### src/common/cache_settings.svh
`ifndef CACHE_SETTINGS_SVH
`define CACHE_SETTINGS_SVH

// Word address width, in words.
`define CACHE_ADDR_W 12

// Data word width.
`define CACHE_DATA_W 32

// One byte enable per byte of a word.
`define CACHE_STRB_W (`CACHE_DATA_W / 8)

// Number of index bits, so 16 lines.
`define CACHE_NLINES_W 4

// Number of word-in-line bits, so 4 words per line.
`define CACHE_WORD_OFFSET_W 2

// Write-through buffer holds 2**depth entries.
`define CACHE_WTBUF_DEPTH_W 2

`endif

### src/common/cache_pkg.sv
`include "cache_settings.svh"

package cache_pkg;

   typedef logic [`CACHE_DATA_W-1:0] word_t;
   typedef logic [`CACHE_STRB_W-1:0] strb_t;
   typedef logic [`CACHE_ADDR_W-1:0] addr_t;

   // Address split is tag, index, offset from the top down.
   typedef logic [`CACHE_ADDR_W-`CACHE_NLINES_W-`CACHE_WORD_OFFSET_W-1:0] tag_t;
   typedef logic [`CACHE_NLINES_W-1:0] index_t;
   typedef logic [`CACHE_WORD_OFFSET_W-1:0] offset_t;

   // One pending write on its way to memory.
   typedef struct packed {
      addr_t addr;
      word_t data;
      strb_t strb;
   } wtb_entry_t;

   typedef enum logic [2:0] {
      ST_IDLE,
      ST_LOOKUP,
      ST_WAIT_BUFFER,
      ST_FILL,
      ST_RESPOND
   } ctrl_state_e;

endpackage

### src/cache/cache_control.sv
module cache_control (
   input  logic                   clk_i,
   input  logic                   rst_i,
   input  logic                   req_i,
   input  cache_pkg::addr_t       addr_i,
   input  cache_pkg::word_t       wdata_i,
   input  cache_pkg::strb_t       wstrb_i,
   output cache_pkg::word_t       rdata_o,
   output logic                   ack_o,
   input  logic                   invalidate_i,
   input  logic                   hit_i,
   input  cache_pkg::word_t       line_word_i,
   output logic                   mem_we_o,
   output logic                   mem_fill_o,
   output cache_pkg::index_t      mem_index_o,
   output cache_pkg::offset_t     mem_offset_o,
   output cache_pkg::tag_t        mem_tag_o,
   output cache_pkg::word_t       mem_wdata_o,
   output cache_pkg::strb_t       mem_wstrb_o,
   output logic                   mem_invalidate_o,
   output logic                   wtb_push_o,
   output cache_pkg::wtb_entry_t  wtb_entry_o,
   input  logic                   wtb_full_i,
   input  logic                   wtb_empty_i,
   output logic                   fill_req_o,
   output cache_pkg::addr_t       fill_addr_o,
   input  cache_pkg::word_t       fill_rdata_i,
   input  logic                   fill_ack_i
);
   import cache_pkg::*;

   ctrl_state_e state_q;
   ctrl_state_e state_d;
   offset_t     fill_cnt_q;
   word_t       rdata_q;
   logic        inv_pend_q;
   logic        is_write;
   tag_t        req_tag;
   index_t      req_index;
   offset_t     req_offset;
   logic        fill_last;

   assign req_tag    = addr_i[$bits(addr_t)-1 -: $bits(tag_t)];
   assign req_index  = addr_i[$bits(offset_t) +: $bits(index_t)];
   assign req_offset = addr_i[$bits(offset_t)-1:0];
   assign is_write   = |wstrb_i;
   assign fill_last  = (fill_cnt_q == '1);

   always_comb begin
      state_d = state_q;
      case (state_q)
         ST_IDLE: begin
            if (req_i) state_d = ST_LOOKUP;
         end
         ST_LOOKUP: begin
            if (is_write) begin
               if (!wtb_full_i) state_d = ST_IDLE;
            end else if (hit_i) begin
               state_d = ST_IDLE;
            end else begin
               state_d = ST_WAIT_BUFFER;
            end
         end
         // Drain pending writes before the line is read back.
         ST_WAIT_BUFFER: begin
            if (wtb_empty_i) state_d = ST_FILL;
         end
         ST_FILL: begin
            if (fill_ack_i && fill_last) state_d = ST_RESPOND;
         end
         ST_RESPOND: state_d = ST_IDLE;
         default: state_d = ST_IDLE;
      endcase
   end

   always_ff @(posedge clk_i or posedge rst_i) begin
      if (rst_i) begin
         state_q    <= ST_IDLE;
         fill_cnt_q <= '0;
         inv_pend_q <= 1'b0;
      end else begin
         state_q <= state_d;
         if (state_q == ST_WAIT_BUFFER) begin
            fill_cnt_q <= '0;
         end else if (state_q == ST_FILL && fill_ack_i) begin
            fill_cnt_q <= fill_cnt_q + 1'b1;
         end
         // Held until the controller is back in idle.
         inv_pend_q <= (invalidate_i || inv_pend_q) && (state_q != ST_IDLE);
      end
   end

   always_ff @(posedge clk_i) begin
      if (state_q == ST_FILL && fill_ack_i && fill_cnt_q == req_offset) begin
         rdata_q <= fill_rdata_i;
      end
   end

   assign ack_o = (state_q == ST_RESPOND) ||
                  (state_q == ST_LOOKUP && is_write && !wtb_full_i) ||
                  (state_q == ST_LOOKUP && !is_write && hit_i);
   assign rdata_o = (state_q == ST_LOOKUP) ? line_word_i : rdata_q;

   assign mem_invalidate_o = (state_q == ST_IDLE) && (invalidate_i || inv_pend_q);
   assign mem_index_o  = req_index;
   assign mem_tag_o    = req_tag;
   assign mem_offset_o = (state_q == ST_FILL) ? fill_cnt_q : req_offset;
   assign mem_wdata_o  = (state_q == ST_FILL) ? fill_rdata_i : wdata_i;
   assign mem_wstrb_o  = (state_q == ST_FILL) ? '1 : wstrb_i;
   assign mem_we_o = (state_q == ST_LOOKUP && is_write && hit_i && !wtb_full_i) ||
                     (state_q == ST_FILL && fill_ack_i);
   assign mem_fill_o = (state_q == ST_FILL) && fill_ack_i && fill_last;

   assign wtb_push_o       = (state_q == ST_LOOKUP) && is_write && !wtb_full_i;
   assign wtb_entry_o.addr = addr_i;
   assign wtb_entry_o.data = wdata_i;
   assign wtb_entry_o.strb = wstrb_i;

   assign fill_req_o  = (state_q == ST_FILL);
   assign fill_addr_o = {req_tag, req_index, fill_cnt_q};

   a_ack_needs_req: assert property (@(posedge clk_i) disable iff (rst_i)
      ack_o |-> req_i);

   a_fill_after_drain: assert property (@(posedge clk_i) disable iff (rst_i)
      fill_req_o |-> wtb_empty_i);

endmodule

### config.mk
export PLATFORM = sky130hd
export DESIGN_NAME = cache_control
export DESIGN_NICKNAME = d
export VERILOG_FILES = /design/src/common/cache_pkg.sv /design/src/cache/cache_control.sv
export VERILOG_INCLUDE_DIRS = /design/src /design/src/common
export SDC_FILE = /design/constraint.sdc
export NUM_CORES = 1
export LEC_CHECK = 0
export ABC_AREA = 1
export BUFFER_PORTS_ARGS = -buffer_cell sky130_fd_sc_hd__buf_2
export CAP_MARGIN = 20
export CELL_PAD_IN_SITES_DETAIL_PLACEMENT = 1
export CELL_PAD_IN_SITES_GLOBAL_PLACEMENT = 1
export CORE_UTILIZATION = 23
export DETAILED_ROUTE_END_ITERATION = 8
export GPL_TIMING_DRIVEN = 0
export PLACE_DENSITY_LB_ADDON = 0.1
export SYNTH_ARGS = -nofsm -noshare
export SYNTH_HDL_FRONTEND = slang
export SYNTH_SLANG_ARGS = --single-unit
### constraint.sdc
create_clock -name clk_i -period 3.9 [get_ports clk_i]
set_input_delay 0.78 -clock clk_i [delete_from_list [all_inputs] [get_ports clk_i]]
set_output_delay 0.78 -clock clk_i [all_outputs]
set_load 0.005 [all_outputs]
# ---- After elaboration in Yosys (flattened, before gate mapping)
# Cells that the tools add are included.
dict set report totals {
  ff_bits 38
  inputBits 120
  wordCells 51
}
dict set report classes {
  n_addsub 1
  n_eq_ne 10
  muxes 13
  reduce_logical 23
}
# op count
set op_table {}
lappend op_table {{2-to-1 mux 32 bit} 2}
lappend op_table {{2-to-1 mux 3 bit} 5}
lappend op_table {{logical AND 1 bit} 12}
lappend op_table {{one-hot mux 3 bit (4 select lines)} 1}
lappend op_table {{2-to-1 mux 2 bit} 4}
lappend op_table {{equality test 3 x 2 -> 1 bit (second input constant)} 2}
lappend op_table {{logical OR 1 bit} 4}
lappend op_table {{2-to-1 mux 4 bit} 1}
lappend op_table {{!= test 2 bit (second input constant)} 2}
lappend op_table {{AND reduction 4 bit} 1}
lappend op_table {{OR reduction 4 bit} 1}
lappend op_table {{equality test 3 x 1 -> 1 bit (second input constant)} 1}
lappend op_table {{equality test 3 bit (second input constant)} 1}
lappend op_table {{logical NOT 3 bit} 1}
lappend op_table {{!= test 3 bit (second input constant)} 1}
lappend op_table {{nonzero test 3 bit} 1}
lappend op_table {{adder 2 x 1 -> 2 bit (second input constant)} 1}
lappend op_table {{equality test 2 bit} 1}
lappend op_table {{equality test 2 bit (second input constant)} 1}
lappend op_table {{logical NOT 1 bit} 2}
lappend op_table {{!= test 2 x 1 -> 1 bit (second input constant)} 1}
lappend op_table {{nonzero test 2 bit} 1}

# ---- Logic depth before layout (Yosys ltp)
dict set report logic_depth {
  ltp_word 5
  depth_mapped 8
  depth_no_buf 8
}

# ---- Worst setup path after synthesis
# OpenSTA, ideal clock, no wires.
dict set report synth_path {
  path_kind {input to register}
  start {input port addr_i[1]}
  end {register rdata_q[0], enable pin}
  arrival_time_ns 3.156
  slack_ns 0.282
  cell_stages 2
  path_buffers 0
  cell_sequence {xor2_1 nor3_1}
}
dict set report synth_via {
  elab_chain_cells 2
}
# item line_no
set synth_rtl {}
lappend synth_rtl {{from (decl)} cache_control.sv:5} ;# input cache_pkg::addr_t addr_i,
lappend synth_rtl {{equality test 2 bit} cache_control.sv:94} ;# if (state_q == ST_FILL && fill_ack_i && fill_cnt_q == req_offset) begin
lappend synth_rtl {{logical AND 1 bit} cache_control.sv:94}
lappend synth_rtl {{to (signal assigned)} cache_control.sv:95} ;# rdata_q <= fill_rdata_i;
lappend synth_rtl {{to (decl)} cache_control.sv:35} ;# word_t rdata_q;
# Every way passes these cells.
# A chain may end at the register's enable or synchronous reset.

# ---- Worst setup path in the final report
dict set report layout_path {
  start {register state_q[2]}
  end {output port rdata_o[19]}
}
dict set report layout_via {
  elab_chain_cells 2
}
# item line_no
set layout_rtl {}
lappend layout_rtl {{from (decl)} cache_control.sv:32} ;# ctrl_state_e state_q;
lappend layout_rtl {{from (signal assigned)} cache_control.sv:82} ;# state_q <= state_d;
lappend layout_rtl {{equality test 3 x 1 -> 1 bit} cache_control.sv:102} ;# assign rdata_o = (state_q == ST_LOOKUP) ? line_word_i : rdata_q;
lappend layout_rtl {{2-to-1 mux 32 bit} cache_control.sv:102}
lappend layout_rtl {{to (decl)} cache_control.sv:8} ;# output cache_pkg::word_t rdata_o,
# Every way passes these cells.

==> results.ini <==
[outcome]
outcome=complete, but fails checks
violations=DRC

[placement]
post-place-ws_ns=1.63
gp_congestion=0.670
dp_cells=778
port_buffers=255
hpwl_um=8530

[synth]
synth-edff-count=32
ys_seq_area_frac=0.401
yosys-top-cells-area=edfxtp_1 (35%), nand2_1 (29%), buf_4 (18%)
yosys.cell_types.count=22
synthesis.nets=498
ys_ff_latch=38
synth_ff_type=edfxtp_1
async_reset_ff_frac=0.158
yosysWarnings=0
syn-cell-area_mm2=0.00277
synth.avg_cell_area_um2=7.34
synthCells=377
yosysTopAreaCell=edfxtp_1
synthDominantCellAreaShare=0.347

[cells_and_area]
drive_gt1_frac=0.552
final_cell_mix=buf_2 (262), nand2_1 (212), buf_4 (68)
instances_no_fill=786
nFillCells=1550
diodes=0
area_growth_pct=58.9
layout_commonest_cell=buf_2
fin_nets=763

[routing]
routed_wl_um=10300
wl_per_cell_um=13.1
viasPerCell=4.09
num_vias=3211
firstDrtPassIters=6
drcViolationCount=19
ant_nets=0
drt-initial-drc-count=81

[job]
maxCapViolations=0

[worst_setup_path]
path_max_fanout=10
critPathKind=reg -> out
r2r_end=rdata_q[8]
crit_arrival_ns=1.73
start_kind=flip-flop
rrSetupSlack_ns=1.77
end_kind=output pin
reg2reg_depth=6
timing.rr.start=state_q[1]
required_ns=3.12

[timing]
tightestPinTransition_ns=0.557
max_freq_mhz=399
period_needed_ns=2.51
final.setup.worst_slack_ns=1.39
setup_violations=0
min_period_over_period=0.643
skew_ns=0.00321
slew_viol_final=0
finalHoldViolCount=0
rsz0062_at_grt=false
slew_headroom=0.626

[clock_tree]
htree_levels=2
clock-sinks=38
clkLatencyLatePin_ns=0.27
cts_tree=built
numCtsBuffers=5
root_buffer=clkbuf_16
cts_buffer_depth=2
cts.repair.resized=0
clkTransAtPathRegs_ns=0.06
post_cts_buffers=0
cts_hold_buf=0

[grt]
antenna_found_initial=0
grt_start_max_net_pins=13
grt_pass1_vias=3226
track_usage=0.161
gr-total-overflow=0
grt_pass1_wl_um=15800

[die]
io_pins=266
rows=39
dieHeight_um=112
initial_core_util=0.239
dieWidth_um=112
core_area_mm2=0.0116
die_area_mm2=0.0125

[power]
vdd_drop_max_uv=162
p_leak_nw=2.60
p_per_area_mw_per_mm2=474

[min_path]
hp-class=in -> async

[per-stage QoR]
step | cell area, um2 | util | hold WS [ns] | total power, mW | TNS (ns)
4_1_cts | 4400 | 0.380 | 0.418 | 2.14 | 0
2_1_floorplan | 2770 | - | 0.479 | 1.16 | 0
3_5_place_dp | 4260 | 0.368 | 0.507 | 1.74 | 0
3_3_place_gp | 4220 | 0.365 | 0.493 | 1.72 | -38.40
5_1_grt | 4400 | 0.380 | 0.449 | 2.29 | 0
6_report | 4400 | 0.380 | 0.419 | 2.09 | 0
[routing by layer]
layer	up-vias	wire, um	GRT usage
met5	-	0	0
met4	0	95	0.0360
met3	7	900	0.0338
met2	146	5450	0.318
met1	1428	3820	0.171
li1	1630	-	-
[cell families after synthesis]
| family | synth area share |
|---|---|
| flip-flops | 0.401 |
| adder cells (fa/ha/maj) | 0.00452 |
| buffers and inverters | 0.241 |
| AO/OA/AOI/OAI | 0.0145 |
| XOR/XNOR | 0.00633 |
| AND/OR/NAND/NOR | 0.333 |
[registers in the layout, summed over array words and instances, names as in the netlist]
signal / flops
fill_cnt_q: 2
inv_pend_q: 1
rdata_q: 32
state_q: 3
[report_power, final]
part / switching, mW / leakage (nW) / internal, mW
Combinational: 0.678 / 2.17 / 0.523
Sequential: 0.0297 / 0.366 / 0.474
Clock: 0.152 / 0.0663 / 0.230
Total: 0.859 / 2.60 / 1.23
[critical path: stages (launching register included)]
cell and delay (ns):
dfrtp_1 0.43, inv_1 0.07, nand2_1 0.08, nor2_4 0.29, inv_2 0.11, buf_2 0.21
nand2_1 0.09, nand2_1 0.05, buf_2 0.12
[synth_stat cells, types with 2 or more instances]
| cell type | n |
|---|---|
| nand2_1 | 212 |
| buf_4 | 68 |
| edfxtp_1 | 32 |
| nor2_1 | 10 |
| inv_1 | 9 |
| buf_2 | 7 |
| buf_6 | 7 |
| dfrtp_1 | 6 |
| nand3_1 | 4 |
| o21ai_0 | 4 |
| or2_2 | 4 |
| inv_2 | 2 |
| o211ai_1 | 2 |
| xor2_1 | 2 |
[final cells by class]
class / count / area, um2 / area share
buffer: 82 / 624 / 0.142
clock buffer: 5 / 125 / 0.0284
clock inverter: 3 / 11.3 / 0.00256
inverter: 11 / 41.3 / 0.00939
multi-input combinational: 246 / 996 / 0.226
sequential: 38 / 1110 / 0.253
tap: 143 / 179 / 0.0407
timing repair buffer: 258 / 1310 / 0.298
[worst max-delay path by stage]
stage                from          end  slack [ns]  cells past startpoint
2_1_floorplan   addr_i[1]   rdata_q[0]        0.28                      2
3_3_place_gp    addr_i[1]   rdata_q[4]       -1.20                      3
3_5_place_dp   wstrb_i[1]     mem_we_o        1.63                      8
4_1_cts        state_q[2]  rdata_o[20]        1.37                      8
5_1_grt        state_q[2]   rdata_o[5]        1.21                      8
6_report       state_q[2]  rdata_o[19]        1.39                      8
Note: power is estimated with default switching activity, not from simulation.
