[src/common/cache_settings.svh]
`ifndef CACHE_SETTINGS_SVH
`define CACHE_SETTINGS_SVH

// Word address width, in words.
`define CACHE_ADDR_W 12

// Data word width.
`define CACHE_DATA_W 32

// One byte enable per byte of a word.
`define CACHE_STRB_W (`CACHE_DATA_W / 8)

// Number of index bits, so 16 lines.
`define CACHE_NLINES_W 4

// Number of word-in-line bits, so 4 words per line.
`define CACHE_WORD_OFFSET_W 2

// Write-through buffer holds 2**depth entries.
`define CACHE_WTBUF_DEPTH_W 2

`endif

[src/common/cache_pkg.sv]
`include "cache_settings.svh"

package cache_pkg;

   typedef logic [`CACHE_DATA_W-1:0] word_t;
   typedef logic [`CACHE_STRB_W-1:0] strb_t;
   typedef logic [`CACHE_ADDR_W-1:0] addr_t;

   // Address split is tag, index, offset from the top down.
   typedef logic [`CACHE_ADDR_W-`CACHE_NLINES_W-`CACHE_WORD_OFFSET_W-1:0] tag_t;
   typedef logic [`CACHE_NLINES_W-1:0] index_t;
   typedef logic [`CACHE_WORD_OFFSET_W-1:0] offset_t;

   // One pending write on its way to memory.
   typedef struct packed {
      addr_t addr;
      word_t data;
      strb_t strb;
   } wtb_entry_t;

   typedef enum logic [2:0] {
      ST_IDLE,
      ST_LOOKUP,
      ST_WAIT_BUFFER,
      ST_FILL,
      ST_RESPOND
   } ctrl_state_e;

endpackage

[src/cache/cache_memory.sv]
`include "cache_settings.svh"

module cache_memory (
   input  logic               clk_i,
   input  logic               rst_i,
   input  cache_pkg::index_t  index_i,
   input  cache_pkg::offset_t offset_i,
   input  cache_pkg::tag_t    tag_i,
   input  logic               we_i,
   input  logic               fill_i,
   input  cache_pkg::word_t   wdata_i,
   input  cache_pkg::strb_t   wstrb_i,
   input  logic               invalidate_i,
   output logic               hit_o,
   output cache_pkg::word_t   rdata_o
);
   import cache_pkg::*;

   localparam int NLINES = 1 << `CACHE_NLINES_W;
   localparam int NWORDS = 1 << (`CACHE_NLINES_W + `CACHE_WORD_OFFSET_W);

   logic [NLINES-1:0] valid_q;
   tag_t              tags_q [NLINES];
   word_t             data_q [NWORDS];
   logic [$bits(index_t)+$bits(offset_t)-1:0] word_addr;

   assign word_addr = {index_i, offset_i};

   assign hit_o   = valid_q[index_i] && (tags_q[index_i] == tag_i);
   assign rdata_o = data_q[word_addr];

   always_ff @(posedge clk_i or posedge rst_i) begin
      if (rst_i) begin
         valid_q <= '0;
      end else if (invalidate_i) begin
         valid_q <= '0;
      end else if (fill_i) begin
         valid_q[index_i] <= 1'b1;
      end
   end

   // Tag goes in with the last word of a fill.
   always_ff @(posedge clk_i) begin
      if (fill_i) begin
         tags_q[index_i] <= tag_i;
      end
   end

   always_ff @(posedge clk_i) begin
      if (we_i) begin
         for (int b = 0; b < $bits(strb_t); b++) begin
            if (wstrb_i[b]) data_q[word_addr][8*b +: 8] <= wdata_i[8*b +: 8];
         end
      end
   end

endmodule

[config.mk]
export PLATFORM = sky130hd
export DESIGN_NAME = cache_memory
export DESIGN_NICKNAME = d
export VERILOG_FILES = /design/src/common/cache_pkg.sv /design/src/cache/cache_memory.sv
export VERILOG_INCLUDE_DIRS = /design/src /design/src/common
export SDC_FILE = /design/constraint.sdc
export NUM_CORES = 2
export LEC_CHECK = 0
export BUFFER_PORTS_ARGS = -buffer_cell sky130_fd_sc_hd__buf_2
export CAP_MARGIN = 40
export CORE_MARGIN = 1
export CORE_UTILIZATION = 45
export CTS_CLUSTER_DIAMETER = 100
export DETAILED_ROUTE_END_ITERATION = 6
export GPL_TIMING_DRIVEN = 1
export PLACE_DENSITY = 0.71
export SLEW_MARGIN = 5
export SYNTH_ARGS = -nofsm -noshare
export SYNTH_HDL_FRONTEND = slang
export SYNTH_SLANG_ARGS = --single-unit
[constraint.sdc]
create_clock -name clk_i -period 2.3 [get_ports clk_i]
set_input_delay 0.115 -clock clk_i [delete_from_list [all_inputs] [get_ports clk_i]]
set_output_delay 0.115 -clock clk_i [all_outputs]
set_load 0.005 [all_outputs]
Word-level counts from Yosys, hierarchy flattened
Memory sizes are Yosys's and may differ from the RTL's.
Cells that the tools add are included.
{ "totals": {"in_bits": 53, "regBits": 16, "mem_bits_rw": 2144, "output_inout_bits": 33, "memories": 2} }
{ "memory_table": {"columns": ["name", "words", "width", "read_ports", "rd_clocked_by_memory_dff", "wr", "line", "text"], "rows": [
  ["data_q", 64, 32, 1, 0, 1, "cache_memory.sv:24", "word_t data_q [NWORDS];"],
  ["tags_q", 16, 6, 1, 0, 1, "cache_memory.sv:23", "tag_t tags_q [NLINES];"]
]} }
{ "classes": {"mux": 20, "n_lt_le_gt_ge": 2, "n_eq_ne": 1, "bitwise": 1, "reduce_logical": 3} }
{ "op_table": {"columns": ["op", "n"], "rows": [
  ["$mux 16", 2],
  ["$mux 1", 16],
  ["$or 16x16->16", 1],
  ["$eq 6x6->1", 1],
  ["$lt 4x5->1 const B", 1],
  ["$bmux 1 s4", 1],
  ["$demux 1 s4", 1],
  ["$ge 4x1->1 const B", 1],
  ["$logic_and 1x1->1", 2],
  ["$reduce_bool 2->1", 1]
]} }

Depth between registers and ports, before layout
{ "logic_depth": {"depth_word": 7, "mapped_depth": 12} }

Least setup slack after synthesis
No wires, ideal clock.
{ "synth_path": {"kind": "input to register", "from": "input port index_i[1]", "to": "memory data_q[62][0] (netlist bit), enable pin", "setup_ns": 0.370, "stages": 8, "arrival_ns": 2.044, "slack_ns": -0.114, "n_path_buf": 6, "path_cell_list": "buf_2 buf_1 buf_2 nand3_1 buf_2 clkbuf_1 buf_1 nor2_1"} }
{ "synth_lines": {"columns": ["item", "line", "text"], "rows": [
  ["from (decl)", "cache_memory.sv:6", "input cache_pkg::index_t index_i,"],
  ["to (decl)", "cache_memory.sv:24", null]
]} }
No word-level cell before the write port.

Worst setup path in the final report
{ "layout_path": {"from": "memory data_q[15][13] (netlist bit)", "to": "output port rdata_o[13]"} }
{ "layout_via": {"elab_chain_cells": 1} }
{ "layout_lines": {"columns": ["item", "line", "text"], "rows": [
  ["$mem_v2 64x32", null, null],
  ["to (decl)", "cache_memory.sv:15", "output cache_pkg::word_t rdata_o"]
]} }
No other way between the ends.

==> report_table.html <==
<table>
<tr><th>Metric</th><th>Value</th></tr>
<tr><th colspan="2">Critical path</th></tr>
<tr><td>Critical path capture point type</td><td>output port</td></tr>
<tr><td>RR Startpoint</td><td>valid_q[15]</td></tr>
<tr><td>Register-to-Register Setup Slack</td><td>roughly 1.1 ns</td></tr>
<tr><td>Critical path, cell by cell</td><td>mux2_4, a221o_1, a222oi_1, o221ai_1, or4_4, buf_6</td></tr>
<tr><td>Number of cells on the worst reg-to-reg path</td><td>3</td></tr>
<tr><td>Critical path launch point</td><td>data_q[15][13]</td></tr>
<tr><td>Levels on crit path</td><td>6</td></tr>
<tr><td>Required time reported for the critical path endpoint</td><td>approximately 2.2 ns</td></tr>
<tr><td>Worst endpoint data arrival time</td><td>3.10 ns</td></tr>
<tr><td>Cell family with the largest share of critical-path delay</td><td>compound AO/OA/AOI/OAI gates</td></tr>
<tr><td>Reg2Reg Capture Point</td><td>valid_q[15]</td></tr>
<tr><td>Last element of the critical path</td><td>rdata_o[13]</td></tr>
<tr><td>Maximum fanout along the worst path</td><td>1</td></tr>
<tr><td>Critical Path Start Type</td><td>flip-flop</td></tr>
<tr><td>Critical Path Max Stage Delay</td><td>approximately 0.48 ns</td></tr>
<tr><td>CP max-delay cell</td><td>sky130_fd_sc_hd__or4_4</td></tr>
<tr><td>Number of buffer and inverter stages on the critical path</td><td>1</td></tr>
<tr><td>Kind of critical path</td><td>flip-flop to output port</td></tr>
<tr><th colspan="2">Die</th></tr>
<tr><td>Horizontal die dimension</td><td>between 400 and 500 µm</td></tr>
<tr><td>Initial cell density of the core</td><td>about 45%</td></tr>
<tr><td>Number of ports placed on the die boundary</td><td>86</td></tr>
<tr><td>Die outline area</td><td>between 150000 and 200000 µm²</td></tr>
<tr><td>Placeable core region</td><td>about 190000 µm²</td></tr>
<tr><td>Die H</td><td>about 430 µm</td></tr>
<tr><td>Std cell rows</td><td>158</td></tr>
<tr><th colspan="2">Logic synthesis</th></tr>
<tr><td>Synth Instances</td><td>~4600</td></tr>
<tr><td>Yosys warns</td><td>0</td></tr>
<tr><td>Cell variety after synth</td><td>roughly 60</td></tr>
<tr><td>Portion of the post-synthesis area used by sequential elements</td><td>about 77%</td></tr>
<tr><td>EDFF count, synth</td><td>about 2100</td></tr>
<tr><td>Post-Synthesis Net Count</td><td>4623</td></tr>
<tr><td>Mean instance size in the synthesized netlist</td><td>18.4 µm²</td></tr>
<tr><td>#FFs+latches synth</td><td>between 2000 and 2500</td></tr>
<tr><td>Fraction of registers with async set/reset</td><td>less than 1%</td></tr>
<tr><td>Ys flop type</td><td>sky130_fd_sc_hd__edfxtp_1</td></tr>
<tr><td>Area of the mapped netlist</td><td>~84000 µm²</td></tr>
<tr><th colspan="2">Place</th></tr>
<tr><td>Routability-driven placement congestion ratio</td><td>roughly 0.93</td></tr>
<tr><td>IO Port Bufs</td><td>between 80 and 90</td></tr>
<tr><td>Placed insts</td><td>7832</td></tr>
<tr><td>Worst slack at placement</td><td>-0.646 ns</td></tr>
<tr><td>Dpl hpwl</td><td>161000 µm</td></tr>
<tr><th colspan="2">Detailed routing</th></tr>
<tr><td>Wire length per cell after detailed routing</td><td>around 30 µm</td></tr>
<tr><td>Top Metal Used</td><td>met5</td></tr>
<tr><td>Met3 WL post-DR</td><td>29400 µm</td></tr>
<tr><td>Via count normalized by instance count</td><td>approximately 6.2</td></tr>
<tr><td>Routed length on met1</td><td>90000 µm</td></tr>
<tr><td>DRT iter0 DRCs</td><td>approximately 8000</td></tr>
<tr><td>Number of vias after detailed routing</td><td>51200</td></tr>
<tr><td>DRT Pass-1 Iters</td><td>7</td></tr>
<tr><td>DRT antenna net count</td><td>0</td></tr>
<tr><td>Total detailed-routing wirelength</td><td>246000 µm</td></tr>
<tr><td>DRC Markers</td><td>4</td></tr>
<tr><td>Routed met2 length</td><td>roughly 110000 µm</td></tr>
<tr><th colspan="2">Clock tree</th></tr>
<tr><td>H-Tree Level Count</td><td>4</td></tr>
<tr><td>Clock sink total</td><td>2160</td></tr>
<tr><td>Maximum count of clock buffers along a single path</td><td>3</td></tr>
<tr><td>Source-to-sink clock delay at the later pin of the worst-skew pair</td><td>0.85 ns</td></tr>
<tr><td>Buffer type at the clock tree root</td><td>sky130_fd_sc_hd__clkbuf_16</td></tr>
<tr><td>Number of CTS-inserted buffers</td><td>between 200 and 250</td></tr>
<tr><td>CTS clk-pin slew, worst paths</td><td>about 0.060 ns</td></tr>
<tr><td>CTS tree</td><td>done</td></tr>
<tr><th colspan="2">Timing</th></tr>
<tr><td>Final count of pins violating max slew</td><td>0</td></tr>
<tr><td>Unrepaired setup endpoints after global routing</td><td>yes</td></tr>
<tr><td>Final hold violation count</td><td>0</td></tr>
<tr><td>Minimum setup slack in the final design</td><td>-0.914 ns</td></tr>
<tr><td>Slew headroom</td><td>roughly 38%</td></tr>
<tr><td>Summed negative setup slack over all endpoints</td><td>-22.55 ns</td></tr>
<tr><td>Worst-Margin Slew</td><td>just over 0.9 ns</td></tr>
<tr><td>Max frequency</td><td>311 MHz</td></tr>
<tr><td>Clock period minus worst slack</td><td>around 3.2 ns</td></tr>
<tr><td>Crit share post-route</td><td>140%</td></tr>
<tr><td>Max Clock Skew</td><td>0 ns</td></tr>
<tr><td>Final setup violation count</td><td>33</td></tr>
<tr><th colspan="2">Global routing</th></tr>
<tr><td>Pin count of the biggest net entering global routing</td><td>65</td></tr>
<tr><td>Number of antenna violations at the first check in global routing</td><td>9</td></tr>
<tr><td>Number of global-route vias before repair</td><td>between 50000 and 60000</td></tr>
<tr><td>Wire length of the first global-routing pass</td><td>roughly 350000 µm</td></tr>
<tr><td>Global-route usage over all layers</td><td>approximately 26%</td></tr>
<tr><td>Grt total ovfl</td><td>0</td></tr>
<tr><th colspan="2">Layout</th></tr>
<tr><td>Net total in the final layout</td><td>about 5700</td></tr>
<tr><td>Synthesis-to-finish area growth</td><td>23.4%</td></tr>
<tr><td>Post-route insts no fill</td><td>about 8300</td></tr>
<tr><td>Leading cell types in the layout, fill and taps excluded</td><td>sky130_fd_sc_hd__edfxtp_1 (2144), sky130_fd_sc_hd__buf_4 (905), sky130_fd_sc_hd__nor2_1 (421)</td></tr>
<tr><td>Fraction of layout instances using a drive strength above 1</td><td>about a third</td></tr>
<tr><td>Most common library cell in the layout ignoring fill and taps</td><td>sky130_fd_sc_hd__edfxtp_1</td></tr>
<tr><td>Fin util</td><td>roughly 56%</td></tr>
<tr><th colspan="2">Outcome</th></tr>
<tr><td>Failing checks</td><td>design-rule violations, negative setup slack</td></tr>
<tr><td>Result of the run</td><td>complete, but fails checks</td></tr>
<tr><th colspan="2">Power and ir drop</th></tr>
<tr><td>Power density over the cells</td><td>slightly above 800 nW/µm²</td></tr>
<tr><td>Highest ir drop seen on vdd</td><td>~0.00063 V</td></tr>
<tr><td>Leakage Power</td><td>roughly 35 nW</td></tr>
<tr><th colspan="2">Hold path</th></tr>
<tr><td>Path class of the lowest-slack min-delay path</td><td>input port to flip-flop</td></tr>
<tr><th colspan="2">Job</th></tr>
<tr><td>Number of max-capacitance violations reported</td><td>0</td></tr>
</table>
-- sequential cells by signal (all words and copies together) (netlist names) --
signal	flops
valid_q	16
data_q	2048
tags_q	96
-- Yosys cell counts, types with 8 or more instances --
cell | instances | share of area (%)
sky130_fd_sc_hd__a211oi_1 | 24 | 0.21
sky130_fd_sc_hd__a21oi_1 | 102 | 0.61
sky130_fd_sc_hd__a221o_1 | 54 | 0.64
sky130_fd_sc_hd__a221oi_1 | 252 | 2.6
sky130_fd_sc_hd__a222oi_1 | 20 | 0.24
sky130_fd_sc_hd__a22o_1 | 25 | 0.26
sky130_fd_sc_hd__a22oi_1 | 96 | 0.86
sky130_fd_sc_hd__and2_1 | 13 | 0.097
sky130_fd_sc_hd__buf_1 | 35 | 0.16
sky130_fd_sc_hd__buf_2 | 124 | 0.74
sky130_fd_sc_hd__buf_4 | 46 | 0.41
sky130_fd_sc_hd__buf_6 | 20 | 0.27
sky130_fd_sc_hd__clkbuf_1 | 96 | 0.43
sky130_fd_sc_hd__dfrtp_1 | 16 | 0.48
sky130_fd_sc_hd__edfxtp_1 | 2144 | 77
sky130_fd_sc_hd__mux2_1 | 13 | 0.17
sky130_fd_sc_hd__mux2_2 | 148 | 2.0
sky130_fd_sc_hd__mux2i_1 | 206 | 2.5
sky130_fd_sc_hd__mux4_2 | 196 | 5.3
sky130_fd_sc_hd__nand2_1 | 152 | 0.68
sky130_fd_sc_hd__nand3_1 | 16 | 0.095
sky130_fd_sc_hd__nand4_1 | 8 | 0.060
sky130_fd_sc_hd__nor2_1 | 433 | 1.9
sky130_fd_sc_hd__nor2b_1 | 12 | 0.089
sky130_fd_sc_hd__nor3_1 | 10 | 0.060
sky130_fd_sc_hd__o211ai_1 | 10 | 0.089
sky130_fd_sc_hd__o21ai_0 | 83 | 0.49
sky130_fd_sc_hd__o221ai_1 | 28 | 0.29
sky130_fd_sc_hd__o22a_1 | 11 | 0.11
sky130_fd_sc_hd__o22ai_1 | 79 | 0.59
sky130_fd_sc_hd__o2bb2ai_1 | 26 | 0.27
sky130_fd_sc_hd__or3_1 | 9 | 0.067
sky130_fd_sc_hd__or4_1 | 10 | 0.089
-- report_power, final --
group          internal (W)  switching (W)
logic               0.00244        0.00366
registers            0.0434      0.0000468
clock network        0.0192         0.0151
-- layer usage --
layer	global-route usage (%)	vias to the layer above
met5	0	-
met4	12.1	14
met3	6.59	676
met2	40.1	3669
met1	34.5	26000
li1	-	20900
-- worst min-delay path: cells and delay by family --
family                 cells  cell delay, ns
buffers and inverters      3            0.58
and+or+nand+nor            3            0.19
-- timing repair --
| action | 4_1_cts | 5_1_grt |
|---|---|---|
| cloned | 0 | 0 |
| setup endpoints to repair | 33 | 33 |
| setup buffers | 0 | 0 |
| resized for setup | 170 | 84 |
| hold buffers | 44 | 0 |
| pin swaps | 79 | 63 |
| endpoints found under the hold margin | 1712 | 0 |
-- area by class of cell --
cell class | count | area, µm²
diodes | 4 | 10.0
inverters | 5 | 33.8
well taps | 2480 | 3100
multi-input cells | 2083 | 18800
clock buffers | 257 | 5460
repair buffers | 1145 | 10000
fillers | 13800 | 81800
flip-flops and latches | 2160 | 64800
clock inverters | 135 | 1410
-- metrics by stage --
stage	cell area [µm²]	hold WS, ns	total power [W]
floorplan	84000	0.0287	0.0466
global placement	95000	0.243	0.0497
detailed placement	95000	0.268	0.0498
CTS	103000	0.0249	0.0839
global route	104000	0.101	0.0857
finish	104000	0.0734	0.0838
-- how the worst min path moves through the flow --
| stage | from | cells past startpoint | slack [ns] | endpoint |
|---|---|---|---|---|
| floorplan | rst_i | 1 | 0.03 | valid_q[0] |
| global placement | rst_i | 2 | 0.24 | valid_q[12] |
| global route | index_i[2] | 4 | 0.10 | tags_q[2][3] |
| CTS | index_i[2] | 6 | 0.02 | valid_q[3] |
| finish | index_i[2] | 6 | 0.07 | valid_q[3] |
| detailed placement | rst_i | 2 | 0.27 | valid_q[12] |
-- kinds of logic (layout without fill, tap and decap cells) --
| family | Yosys count | in the layout | synth area share [%] |
|---|---|---|---|
| buffers and inverters | 327 | 1542 | 2.05 |
| AO/OA/AOI/OAI | 831 | 831 | 7.52 |
| other | 0 | 4 | 0 |
| AND/OR/NAND/NOR | 681 | 681 | 3.32 |
| multiplexers | 563 | 563 | 9.87 |
| XOR/XNOR | 8 | 8 | 0.0834 |
| flip-flops | 2160 | 2160 | 77.1 |
Power figures use the tool's default switching activity.
