### config.mk
export PLATFORM = sky130hd
export DESIGN_NAME = write_through_buffer
export DESIGN_NICKNAME = d
export VERILOG_FILES = /design/src/common/cache_pkg.sv /design/src/cache/write_through_buffer.sv
export VERILOG_INCLUDE_DIRS = /design/src /design/src/common
export SDC_FILE = /design/constraint.sdc
export NUM_CORES = 1
export LEC_CHECK = 0
export BUFFER_PORTS_ARGS = -buffer_cell sky130_fd_sc_hd__buf_2
export CAP_MARGIN = 20
export CORE_MARGIN = 3
export CORE_UTILIZATION = 51
export CTS_CLUSTER_DIAMETER = 120
export DETAILED_ROUTE_END_ITERATION = 7
export GPL_TIMING_DRIVEN = 0
export PLACE_DENSITY = 0.75
export SLEW_MARGIN = 20
export SYNTH_ARGS = -nofsm -noshare
export SYNTH_HDL_FRONTEND = slang
export SYNTH_SLANG_ARGS = --single-unit
### constraint.sdc
create_clock -name clk_i -period 2.2 [get_ports clk_i]
set_input_delay 0.44 -clock clk_i [delete_from_list [all_inputs] [get_ports clk_i]]
set_output_delay 0.44 -clock clk_i [all_outputs]
set_load 0.005 [all_outputs]
### src/common/cache_settings.svh
`ifndef CACHE_SETTINGS_SVH
`define CACHE_SETTINGS_SVH

// Word address width, in words.
`define CACHE_ADDR_W 12

// Data word width.
`define CACHE_DATA_W 32

// One byte enable per byte of a word.
`define CACHE_STRB_W (`CACHE_DATA_W / 8)

// Number of index bits, so 16 lines.
`define CACHE_NLINES_W 4

// Number of word-in-line bits, so 4 words per line.
`define CACHE_WORD_OFFSET_W 2

// Write-through buffer holds 2**depth entries.
`define CACHE_WTBUF_DEPTH_W 2

`endif

### src/common/cache_pkg.sv
`include "cache_settings.svh"

package cache_pkg;

   typedef logic [`CACHE_DATA_W-1:0] word_t;
   typedef logic [`CACHE_STRB_W-1:0] strb_t;
   typedef logic [`CACHE_ADDR_W-1:0] addr_t;

   // Address split is tag, index, offset from the top down.
   typedef logic [`CACHE_ADDR_W-`CACHE_NLINES_W-`CACHE_WORD_OFFSET_W-1:0] tag_t;
   typedef logic [`CACHE_NLINES_W-1:0] index_t;
   typedef logic [`CACHE_WORD_OFFSET_W-1:0] offset_t;

   // One pending write on its way to memory.
   typedef struct packed {
      addr_t addr;
      word_t data;
      strb_t strb;
   } wtb_entry_t;

   typedef enum logic [2:0] {
      ST_IDLE,
      ST_LOOKUP,
      ST_WAIT_BUFFER,
      ST_FILL,
      ST_RESPOND
   } ctrl_state_e;

endpackage

### src/cache/write_through_buffer.sv
`include "cache_settings.svh"

module write_through_buffer (
   input  logic                  clk_i,
   input  logic                  rst_i,
   input  logic                  push_i,
   input  cache_pkg::wtb_entry_t entry_i,
   output logic                  full_o,
   output logic                  empty_o,
   output cache_pkg::wtb_entry_t head_o,
   input  logic                  pop_i
);
   import cache_pkg::*;

   localparam int DEPTH = 1 << `CACHE_WTBUF_DEPTH_W;

   wtb_entry_t                    entries_q [DEPTH];
   logic [`CACHE_WTBUF_DEPTH_W-1:0] wr_ptr_q;
   logic [`CACHE_WTBUF_DEPTH_W-1:0] rd_ptr_q;
   logic [`CACHE_WTBUF_DEPTH_W:0]   count_q;
   logic                          do_push;
   logic                          do_pop;

   assign full_o  = (count_q == DEPTH[`CACHE_WTBUF_DEPTH_W:0]);
   assign empty_o = (count_q == '0);
   assign head_o  = entries_q[rd_ptr_q];

   // A push into a full buffer is dropped.
   assign do_push = push_i && !full_o;
   assign do_pop  = pop_i && !empty_o;

   always_ff @(posedge clk_i or posedge rst_i) begin
      if (rst_i) begin
         wr_ptr_q <= '0;
         rd_ptr_q <= '0;
         count_q  <= '0;
      end else begin
         if (do_push) wr_ptr_q <= wr_ptr_q + 1'b1;
         if (do_pop) rd_ptr_q <= rd_ptr_q + 1'b1;
         case ({do_push, do_pop})
            2'b10: count_q <= count_q + 1'b1;
            2'b01: count_q <= count_q - 1'b1;
            default: count_q <= count_q;
         endcase
      end
   end

   always_ff @(posedge clk_i) begin
      if (do_push) begin
         entries_q[wr_ptr_q] <= entry_i;
      end
   end

   a_no_push_full: assert property (@(posedge clk_i) disable iff (rst_i)
      push_i |-> !full_o);

   a_no_pop_empty: assert property (@(posedge clk_i) disable iff (rst_i)
      pop_i |-> !empty_o);

endmodule

# Yosys cells after proc, flatten, opt, wreduce, memory -nomap -nowiden
# Memory sizes are Yosys's and may differ from the RTL's.
# Cells that the tools add are included.
[classes]
muxes = 3
reduce_logical = 6
eq_ne = 3
add_sub_neg = 4
[ops]
columns = ["op", "count"]
rows = [
  ["one-hot mux 3 bit (2 select lines)", 1],
  ["adder 2 x 1 -> 2 bit, second input constant", 2],
  ["adder 3 x 1 -> 3 bit, second input constant", 1],
  ["equality test 3 bit, second input constant", 1],
  ["zero test 3 bit", 1],
  ["subtractor 3 x 1 -> 3 bit, second input constant", 1],
  ["equality test 2 x 1 -> 1 bit, second input constant", 1],
  ["equality test 2 bit, second input constant", 1],
  ["logical AND 1 bit", 2],
  ["zero test 1 bit", 2],
  ["2-to-1 mux 1 bit", 2],
  ["nonzero test 2 bit", 1],
]
[totals]
mem_bits_rw = 192
mem_count = 1
output_inout_bits = 50
regBits = 7
[memory_table]
columns = ["name", "depth", "width", "rd", "rd_clocked_by_memory_dff", "wr", "line_no", "rtl"]
rows = [
  ["entries_q", 4, 48, 1, 0, 1, "write_through_buffer.sv:17", "wtb_entry_t entries_q [DEPTH];"],
]

# Logic depth before layout (Yosys ltp)
# Gate-level depths: netlist of the first run.
[depth]
ltp_word = 5
ltp_mapped = 9
mapped_depth_nobuf = 9

# Worst setup path after synthesis of the first run
# Ideal clock, no wire load.
[synth_path]
path_kind = "reg2reg"
start = "reg count_q[2]"
end = "mem entries_q[0][0] (netlist name), enable pin"
arrival_ns = 1.971
setup_time_ns = 0.410
path_stages_with_launch = 4
synth_period_minus_slack_ns = 2.382
setup_slack_ns = -0.182
cell_sequence = "dfrtp_1 -> nor3b_2 -> nor2b_2 -> and2_1"
[synth_between]
elab_chain_len = 5
[synth_rtl]
columns = ["element", "line_no", "rtl"]
rows = [
  ["start: declaration", "write_through_buffer.sv:20", "logic [`CACHE_WTBUF_DEPTH_W:0] count_q;"],
  ["start signal: assignment", "write_through_buffer.sv:41", "2'b10: count_q <= count_q + 1'b1;"],
  ["start signal: assignment", "write_through_buffer.sv:42", "2'b01: count_q <= count_q - 1'b1;"],
  ["start signal: assignment", "write_through_buffer.sv:43", "default: count_q <= count_q;"],
  ["equality test 3 bit", "write_through_buffer.sv:24", "assign full_o = (count_q == DEPTH[`CACHE_WTBUF_DEPTH_W:0]);"],
  ["named net full_o", "write_through_buffer.sv:8", "output logic full_o,"],
  ["zero test 1 bit", "write_through_buffer.sv:29", "assign do_push = push_i && !full_o;"],
  ["logical AND 1 bit", "write_through_buffer.sv:29", ""],
  ["2-to-1 mux 1 bit", "write_through_buffer.sv:49", "if (do_push) begin"],
  ["2-to-1 mux 1 bit (implied by the code)", "write_through_buffer.sv:50", "entries_q[wr_ptr_q] <= entry_i;"],
  ["end: declaration", "write_through_buffer.sv:17", ""],
]
# The timed path passes the listed nets, and every way through them passes these cells.

==> report_table.html, run 1 <==
<table>
<tr><th>Metric</th><th>Value</th></tr>
<tr><th colspan="2">Yosys</th></tr>
<tr><td>Main synth FF type</td><td>sky130_fd_sc_hd__edfxtp_1</td></tr>
<tr><td>Number of nets in the synthesized netlist</td><td>347</td></tr>
<tr><td>Cell count after synthesis</td><td>289</td></tr>
<tr><td>Synth Area per Inst</td><td>25.6 sq um</td></tr>
<tr><td>Library cell with the largest summed area after synthesis</td><td>sky130_fd_sc_hd__edfxtp_1</td></tr>
<tr><td>Biggest area contributors in the synthesized netlist</td><td>sky130_fd_sc_hd__edfxtp_1 (78%), sky130_fd_sc_hd__mux4_2 (15%), sky130_fd_sc_hd__dfrtp_1 (2.4%), sky130_fd_sc_hd__buf_12 (1.4%), sky130_fd_sc_hd__ha_1 (0.84%)</td></tr>
<tr><td>Number of distinct library cells after synthesis</td><td>21</td></tr>
<tr><td>Share of synthesized area occupied by flip-flops and latches</td><td>80.2%</td></tr>
<tr><td>Cell Area, Synth</td><td>7410 sq um</td></tr>
<tr><td>Dominant cell by count in the synthesized netlist</td><td>sky130_fd_sc_hd__edfxtp_1</td></tr>
<tr><td>Synthesis warning total</td><td>0</td></tr>
<tr><td>Top-area cell type share of the netlist area</td><td>77.8%</td></tr>
<tr><td>Commonest cells post-synth</td><td>sky130_fd_sc_hd__edfxtp_1 (192), sky130_fd_sc_hd__mux4_2 (48), sky130_fd_sc_hd__dfrtp_1 (7), sky130_fd_sc_hd__inv_1 (7)</td></tr>
<tr><td>Count of state elements after synthesis</td><td>199</td></tr>
<tr><td>Number of enable-type register cells in the synthesized netlist</td><td>192</td></tr>
<tr><td>Share of async-settable or async-resettable flops after synthesis</td><td>3.52%</td></tr>
<tr><th colspan="2">Global routing</th></tr>
<tr><td>Total routing resource utilization after global routing</td><td>16.7%</td></tr>
<tr><td>Sum of overflow across all layers after global routing</td><td>0</td></tr>
<tr><td>Maximum number of pins on one net before global-route repair</td><td>49</td></tr>
<tr><td>Wire length of the first global-routing pass</td><td>19.7 mm</td></tr>
<tr><td>Number of antenna violations at the first check in global routing</td><td>2</td></tr>
<tr><td>Number of global-route vias before repair</td><td>3610</td></tr>
<tr><th colspan="2">Timing</th></tr>
<tr><td>Count of pins over their slew limit</td><td>0</td></tr>
<tr><td>Setup repair after global routing missed its margin</td><td>yes</td></tr>
<tr><td>Smallest setup slack after layout</td><td>-0.00537 ns</td></tr>
<tr><td>Layout Skew</td><td>0.00934 ns</td></tr>
<tr><td>Slew at the pin closest to its max-slew limit</td><td>0.758 ns</td></tr>
<tr><td>Share of the cycle needed by the critical path after routing</td><td>100%</td></tr>
<tr><td>Timing-limited maximum frequency</td><td>0.453 GHz</td></tr>
<tr><td>Worst-case hold slack</td><td>0.229 ns</td></tr>
<tr><td>Final critical path time including I/O delays and setup</td><td>2.21 ns</td></tr>
<tr><td>Final setup violation count</td><td>3</td></tr>
<tr><td>Headroom to the max-slew limit</td><td>49.5%</td></tr>
<tr><td>Hold violation count in the final report</td><td>0</td></tr>
<tr><th colspan="2">Clock network</th></tr>
<tr><td>Clock slew seen by the registers of the worst setup and hold paths</td><td>0.07 ns</td></tr>
<tr><td>Number of clock sinks seen by CTS</td><td>199</td></tr>
<tr><td>CTS tree</td><td>yes</td></tr>
<tr><td>Max clock buf depth</td><td>2</td></tr>
<tr><td>Setup Buffers After CTS</td><td>0</td></tr>
<tr><td>Number of buffers created by CTS</td><td>17</td></tr>
<tr><td>Maximum level of the CTS H-tree</td><td>4</td></tr>
<tr><td>Clock insertion delay at the later pin of the skew report</td><td>0.42 ns</td></tr>
<tr><td>Clock Tree Root</td><td>sky130_fd_sc_hd__clkbuf_16</td></tr>
<tr><th colspan="2">Power and ir drop</th></tr>
<tr><td>Maximum ir drop on the vdd rail</td><td>0.594 mV</td></tr>
<tr><td>Pwr per Cell Area</td><td>1330 nW/um^2</td></tr>
<tr><td>Leakage Power</td><td>3.05 nW</td></tr>
<tr><td>Design Power</td><td>11.6 mW</td></tr>
<tr><th colspan="2">Route</th></tr>
<tr><td>Total Wirelength</td><td>12.4 mm</td></tr>
<tr><td>First-pass DRT Iterations</td><td>4</td></tr>
<tr><td>Number of nets with antenna violations after detailed routing</td><td>0</td></tr>
<tr><td>Routed via count</td><td>3289</td></tr>
<tr><td>Wirelength per Cell</td><td>20.5 um</td></tr>
<tr><td>Number of DRC violations after detailed-routing iteration 0</td><td>265</td></tr>
<tr><td>Remaining design rule violation count</td><td>0</td></tr>
<tr><td>Vias per inst</td><td>5.45</td></tr>
<tr><th colspan="2">Finish</th></tr>
<tr><td>Number of inserted diodes</td><td>0</td></tr>
<tr><td>Number of nets in the layout</td><td>468</td></tr>
<tr><td>Storage cell area</td><td>5940 sq um</td></tr>
<tr><td>Area occupied by multi-input gates</td><td>1320 sq um</td></tr>
<tr><td>Ratio of cells with drive above 1 in the final layout</td><td>45.6%</td></tr>
<tr><td>Fill count</td><td>972</td></tr>
<tr><td>Area of all placed cells without fillers</td><td>8760 sq um</td></tr>
<tr><td>Synth-to-Final Area Change</td><td>18.2%</td></tr>
<tr><th colspan="2">Critical path</th></tr>
<tr><td>Type of the setup path with the least slack</td><td>flop to primary output</td></tr>
<tr><td>Kind of launch point of the worst setup path</td><td>flop</td></tr>
<tr><td>Largest driver fanout on the critical path</td><td>10</td></tr>
<tr><td>Required @ worst endpoint</td><td>1.76 ns</td></tr>
<tr><td>Data arrival time of the critical path</td><td>1.77 ns</td></tr>
<tr><td>Type of destination of the critical path</td><td>primary output</td></tr>
<tr><th colspan="2">Placement</th></tr>
<tr><td>DPL Wire Length</td><td>7.20 mm</td></tr>
<tr><td>GP Congestion</td><td>0.707</td></tr>
<tr><td>PortBufs</td><td>101</td></tr>
<tr><td>Dpl cell area</td><td>8150 sq um</td></tr>
<tr><th colspan="2">Worst hold path</th></tr>
<tr><td>Path class of the lowest-slack min-delay path</td><td>input pin to flop</td></tr>
<tr><th colspan="2">Run status</th></tr>
<tr><td>Failing checks</td><td>setup timing</td></tr>
<tr><td>Status</td><td>finished with violations</td></tr>
<tr><th colspan="2">Floorplanning</th></tr>
<tr><td>Area of the core</td><td>14000 sq um</td></tr>
<tr><td>Vertical extent of the die</td><td>127 um</td></tr>
<tr><td>Starting utilization of the core area</td><td>52.8%</td></tr>
<tr><td>Die width</td><td>127 um</td></tr>
<tr><td>Die outline area</td><td>16000 sq um</td></tr>
<tr><td>Cell Rows</td><td>43</td></tr>
<tr><td>Ports</td><td>102</td></tr>
<tr><th colspan="2">Job</th></tr>
<tr><td>MaxCap Viol Count</td><td>0</td></tr>
</table>
==> metrics by stage <==
stage / utilization [%] / instances / worst slack (ns) / setup TNS, ns
3_5_place_dp: 58.1 / 570 / 0.176 / 0
5_1_grt: 62.4 / 603 / -0.0745 / -2.10
4_1_cts: 62.2 / 603 / -0.0411 / -0.617
6_report: 62.4 / 603 / -0.00537 / -0.00825
2_1_floorplan: - / 289 / 0.330 / 0
3_3_place_gp: 58.0 / 570 / -0.213 / -39.55
==> layout by cell type (no fill, tap or decap), types with 2 or more instances in the layout <==
cell type	count
sky130_fd_sc_hd__bufinv_16	2
sky130_fd_sc_hd__clkbuf_8	2
sky130_fd_sc_hd__clkinv_2	2
sky130_fd_sc_hd__inv_1	7
sky130_fd_sc_hd__xnor2_1	3
sky130_fd_sc_hd__clkbuf_1	6
sky130_fd_sc_hd__edfxtp_1	192
sky130_fd_sc_hd__xor2_1	3
sky130_fd_sc_hd__buf_12	5
sky130_fd_sc_hd__ha_1	5
sky130_fd_sc_hd__buf_2	101
sky130_fd_sc_hd__buf_6	5
sky130_fd_sc_hd__and2_4	4
sky130_fd_sc_hd__dfrtp_1	7
sky130_fd_sc_hd__mux4_2	48
sky130_fd_sc_hd__clkbuf_16	17
==> flip-flops by register name, indices dropped and copies added (netlist names) <==
register / flops
count_q: 3
wr_ptr_q: 2
entries_q: 192
rd_ptr_q: 2
==> report_power, final <==
| part | internal [mW] | switching (mW) |
|---|---|---|
| clock | 1.74 | 1.24 |
| sequential | 5.03 | 0.203 |
| combinational | 1.77 | 1.64 |
==> cell type report <==
cell class / count / area share, %
flip-flops and latches: 199 / 67.8
plain buffers: 11 / 1.66
clock buffers: 25 / 5.43
repair buffers: 102 / 6.10
well taps: 180 / 2.57
inverters: 7 / 0.300
multi-input cells: 72 / 15.0
clock inverters: 7 / 1.09
==> worst paths after layout <==
kind	start	slack [ns]	cells after the start	endpoint
worst min register to register	count_q[2]	0.52	1	count_q[2]
min in group asynchronous	rst_i	0.49	3	count_q[1]
max in group asynchronous	rst_i	1.48	3	wr_ptr_q[0]
worst max-delay path	rd_ptr_q[0]	-0.005	4	head_o[40]
worst max register to register	count_q[2]	0.18	3	entries_q[0][22]
worst min-delay path	entry_i[0]	0.23	1	entries_q[3][0]
==> worst max-delay path: stages (launching register included) <==
cell and delay [ns]:
sky130_fd_sc_hd__dfrtp_1 0.34, sky130_fd_sc_hd__buf_6 0.16, sky130_fd_sc_hd__buf_12 0.16, sky130_fd_sc_hd__mux4_2 0.54
sky130_fd_sc_hd__buf_2 0.15
==> per-layer routing <==
metal	routed length (um)	vias up	share of wire, %	GRT usage, %
li1	-	1456	-	-
met1	5050	1707	41	20.5
met2	6330	98	51	27.8
met3	745	24	6.0	5.22
met4	231	4	1.9	6.69
met5	25	-	0.20	0
==> kinds of logic after synthesis <==
family / share of synthesized area (%)
multiplexers: 14.9
buffers and inverters: 2.23
AND/OR/NAND/NOR: 0.793
adder cells (fa/ha/maj): 1.11
AO/OA/AOI/OAI: 0.118
flip-flops: 80.2
XOR/XNOR: 0.709
==> repair_timing <==
action,in CTS,in global routing
endpoints found under the setup margin,35,48
gates resized for setup,2,3
hold buffers,1,0
endpoints found under the hold margin,7,0
Note: power is estimated with default switching activity, not from simulation.
==> run 2, diff against run 1 <==
--- a/constraint.sdc
+++ b/constraint.sdc
@@ -3,2 +3,2 @@
 set_output_delay 0.44 -clock clk_i [all_outputs]
-set_load 0.005 [all_outputs]
+set_load 0.1 [all_outputs]
==> report_table.html, run 2 (synthesis results as in run 1) <==
<table>
<tr><th>Metric</th><th>Value</th></tr>
<tr><th colspan="2">Finish</th></tr>
<tr><td>Number of nets in the layout</td><td>469 (+0.21%)</td></tr>
<tr><td>Top register by number of flip-flops</td><td>entries_q</td></tr>
<tr><td>Commonest non-fill, non-tap cells in the layout</td><td>sky130_fd_sc_hd__edfxtp_1 (192), sky130_fd_sc_hd__buf_2 (56), sky130_fd_sc_hd__mux4_2 (48)</td></tr>
<tr><td>Ratio of cells with drive above 1 in the final layout</td><td>47.9% (+2.3 points)</td></tr>
<tr><td>Largest register FFs</td><td>192 (unchanged)</td></tr>
<tr><td>Post-route insts no fill</td><td>605 (+0.33%)</td></tr>
<tr><td>Leading registers by flop count</td><td>entries_q: 192 flops, count_q: 3 flops</td></tr>
<tr><td>Final Util</td><td>64.9% (+2.6 points)</td></tr>
<tr><td>Most common cell after layout, fill and taps aside</td><td>sky130_fd_sc_hd__edfxtp_1</td></tr>
<tr><td>Synth-to-Final Area Change</td><td>23.0%</td></tr>
<tr><th colspan="2">Route</th></tr>
<tr><td>Number of DRC violations after detailed-routing iteration 0</td><td>180 (-32%)</td></tr>
<tr><td>Number of nets with antenna violations after detailed routing</td><td>0 (unchanged)</td></tr>
<tr><td>Total Wirelength</td><td>12.7 mm (+2.8%)</td></tr>
<tr><td>Vias per inst</td><td>5.44 (-0.27%)</td></tr>
<tr><td>Wirelength per Cell</td><td>21.0 um (+2.4%)</td></tr>
<tr><td>First-pass DRT Iterations</td><td>4 (unchanged)</td></tr>
<tr><td>Routed via count</td><td>3291 (+0.061%)</td></tr>
<tr><td>Remaining design rule violation count</td><td>0 (unchanged)</td></tr>
<tr><th colspan="2">Clock network</th></tr>
<tr><td>Number of clock sinks seen by CTS</td><td>199 (unchanged)</td></tr>
<tr><td>Max clock buf depth</td><td>2 (unchanged)</td></tr>
<tr><td>CTS tree</td><td>yes</td></tr>
<tr><td>Clock slew seen by the registers of the worst setup and hold paths</td><td>0.07 ns (about the same)</td></tr>
<tr><td>Maximum level of the CTS H-tree</td><td>4 (unchanged)</td></tr>
<tr><td>Clock Tree Root</td><td>sky130_fd_sc_hd__clkbuf_16</td></tr>
<tr><td>Clock insertion delay at the later pin of the skew report</td><td>0.43 ns (about the same)</td></tr>
<tr><td>Number of buffers created by CTS</td><td>17 (unchanged)</td></tr>
<tr><th colspan="2">Critical path</th></tr>
<tr><td>Data arrival time of the critical path</td><td>1.85 ns (+0.08 ns)</td></tr>
<tr><td>Type of destination of the critical path</td><td>primary output</td></tr>
<tr><td>Buffers plus inverters on the worst setup path</td><td>3 (unchanged)</td></tr>
<tr><td>Reg-to-reg setup timing slack</td><td>0.18 ns (about the same)</td></tr>
<tr><td>Most used cell along the critical path</td><td>sky130_fd_sc_hd__buf_12</td></tr>
<tr><td>Worst setup startpoint</td><td>rd_ptr_q[0]</td></tr>
<tr><td>Kind of cell adding the most delay to the critical path</td><td>multiplexers</td></tr>
<tr><td>Reg2Reg Capture Point</td><td>entries_q[2][21]</td></tr>
<tr><td>Max incr delay on CP</td><td>0.56 ns (+0.02 ns)</td></tr>
<tr><td>Kind of launch point of the worst setup path</td><td>flop</td></tr>
<tr><td>Start of the worst register-to-register path</td><td>count_q[2]</td></tr>
<tr><td>Type of the setup path with the least slack</td><td>flop to primary output</td></tr>
<tr><td>Required @ worst endpoint</td><td>1.76 ns (about the same)</td></tr>
<tr><td>Cells on worst reg2reg path</td><td>3 (unchanged)</td></tr>
<tr><td>Largest driver fanout on the critical path</td><td>10 (unchanged)</td></tr>
<tr><td>Worst path cell trace</td><td>buf_6 -&gt; buf_12 -&gt; mux4_2 -&gt; buf_12</td></tr>
<tr><td>Highest-delay cell along the critical path</td><td>sky130_fd_sc_hd__mux4_2</td></tr>
<tr><th colspan="2">Timing</th></tr>
<tr><td>Hold violation count in the final report</td><td>0 (unchanged)</td></tr>
<tr><td>Setup repair after global routing missed its margin</td><td>yes</td></tr>
<tr><td>Final critical path time including I/O delays and setup</td><td>2.29 ns (+0.0847 ns)</td></tr>
<tr><td>Worst-case hold slack</td><td>0.225 ns (-0.00376 ns)</td></tr>
<tr><td>Smallest setup slack after layout</td><td>-0.0900 ns (-0.0847 ns)</td></tr>
<tr><td>Slew at the pin closest to its max-slew limit</td><td>0.746 ns (-0.0125 ns)</td></tr>
<tr><td>Timing-limited maximum frequency</td><td>0.437 GHz (-3.7%)</td></tr>
<tr><td>Count of pins over their slew limit</td><td>0 (unchanged)</td></tr>
<tr><td>Layout Skew</td><td>0.00745 ns (-0.00189 ns)</td></tr>
<tr><td>Headroom to the max-slew limit</td><td>50.3% (+0.83 points)</td></tr>
<tr><td>Share of the cycle needed by the critical path after routing</td><td>104% (+3.8 points)</td></tr>
<tr><td>Final setup violation count</td><td>48 (+45)</td></tr>
<tr><th colspan="2">Placement</th></tr>
<tr><td>DPL Wire Length</td><td>7.48 mm (+3.8%)</td></tr>
<tr><td>PortBufs</td><td>101 (unchanged)</td></tr>
<tr><td>GP Congestion</td><td>0.696 (-1.5%)</td></tr>
<tr><td>Number of cells in the design after placement</td><td>570 (unchanged)</td></tr>
<tr><td>Post-place setup slack</td><td>0.117 ns (-0.0595 ns)</td></tr>
<tr><th colspan="2">Worst hold path</th></tr>
<tr><td>Worst min-delay path startpoint</td><td>entry_i[30]</td></tr>
<tr><td>Worst-case hold path end point</td><td>entries_q[0][30]</td></tr>
<tr><td>Min-Delay Path Depth</td><td>1 (unchanged)</td></tr>
<tr><td>Path class of the lowest-slack min-delay path</td><td>input pin to flop</td></tr>
<tr><th colspan="2">Floorplanning</th></tr>
<tr><td>Area of the core</td><td>14000 sq um (unchanged)</td></tr>
<tr><td>Ports</td><td>102 (unchanged)</td></tr>
<tr><td>Cell Rows</td><td>43 (unchanged)</td></tr>
<tr><td>Starting utilization of the core area</td><td>52.8% (unchanged)</td></tr>
<tr><td>Vertical extent of the die</td><td>127 um (unchanged)</td></tr>
<tr><td>Die outline area</td><td>16000 sq um (unchanged)</td></tr>
<tr><td>Die width</td><td>127 um (unchanged)</td></tr>
<tr><th colspan="2">Run status</th></tr>
<tr><td>Failing checks</td><td>setup timing</td></tr>
<tr><td>Status</td><td>finished with violations</td></tr>
<tr><th colspan="2">Global routing</th></tr>
<tr><td>Sum of overflow across all layers after global routing</td><td>0 (unchanged)</td></tr>
<tr><td>Total routing resource utilization after global routing</td><td>17.2% (+0.53 points)</td></tr>
<tr><td>Wire length of the first global-routing pass</td><td>20.2 mm (+2.9%)</td></tr>
<tr><td>Maximum number of pins on one net before global-route repair</td><td>49 (unchanged)</td></tr>
<tr><td>Number of antenna violations at the first check in global routing</td><td>1 (-1)</td></tr>
<tr><td>Number of global-route vias before repair</td><td>3610 (unchanged)</td></tr>
<tr><th colspan="2">Job</th></tr>
<tr><td>MaxCap Viol Count</td><td>0 (unchanged)</td></tr>
</table>
-- run 2: changes by cell type in the layout (fill, tap and decap cells not counted), moves of 3 or more --
cell / before / now
sky130_fd_sc_hd__buf_2: 101 / 56
sky130_fd_sc_hd__buf_6: 5 / 47
sky130_fd_sc_hd__clkbuf_1: 6 / 0
sky130_fd_sc_hd__clkinvlp_4: 1 / 4
-- run 2: worst max path at each step --
| stage | endpoint | slack, ns | depth (start not counted) |
|---|---|---|---|
| floorplan | count_q[2] | -0.40 | 9 |
| global placement | entries_q[2][23] | -0.18 | 3 |
| detailed placement | head_o[32] | 0.12 | 4 |
| CTS | head_o[32] | -0.13 | 4 |
| global route | head_o[35] | -0.18 | 4 |
| finish | head_o[35] | -0.09 | 4 |
-- run 2: metrics by stage --
step	area (sq um)	setup TNS, ns
global route	9120	-7.14
floorplan	7430	-31.98
CTS	9090	-4.85
detailed placement	8170	0
global placement	8160	-33.83
finish	9120	-2.85
-- run 2: final cells by class --
class,instances,area [sq um]
antenna,1,2.50
fill,919,4920
tap,180,225
clock inverter,15,176
buffer,11,145
inverter,7,26.3
multi-input combinational,72,1330
sequential,199,5940
clock buffer,17,425
timing repair buffer,103,845
-- run 2: worst register-to-register path, cell delays in order (launching register included) --
cell and delay, ns:
sky130_fd_sc_hd__dfrtp_1 0.44, sky130_fd_sc_hd__nor3b_4 0.19, sky130_fd_sc_hd__nor2b_2 0.30, sky130_fd_sc_hd__and2_4 0.70
-- run 2: per-layer routing --
metal	GRT usage (%)	vias up	part of all wire, %
li1	-	1466	-
met1	21.8	1714	40
met2	28.1	94	52
met3	5.14	17	5.9
met4	7.07	0	1.8
met5	0	-	0
-- run 2: what timing repair did --
action | CTS | global route
setup buffers | 0 | 1
hold buffers | 1 | 0
pin swaps | 0 | 0
resized for setup | 98 | 5
hold endpoints to repair | 7 | 0
endpoints found under the setup margin | 48 | 48
Power of run 2 is not shown: default switching activity piles up to over one toggle a cycle in this logic, so the estimate is an artifact.
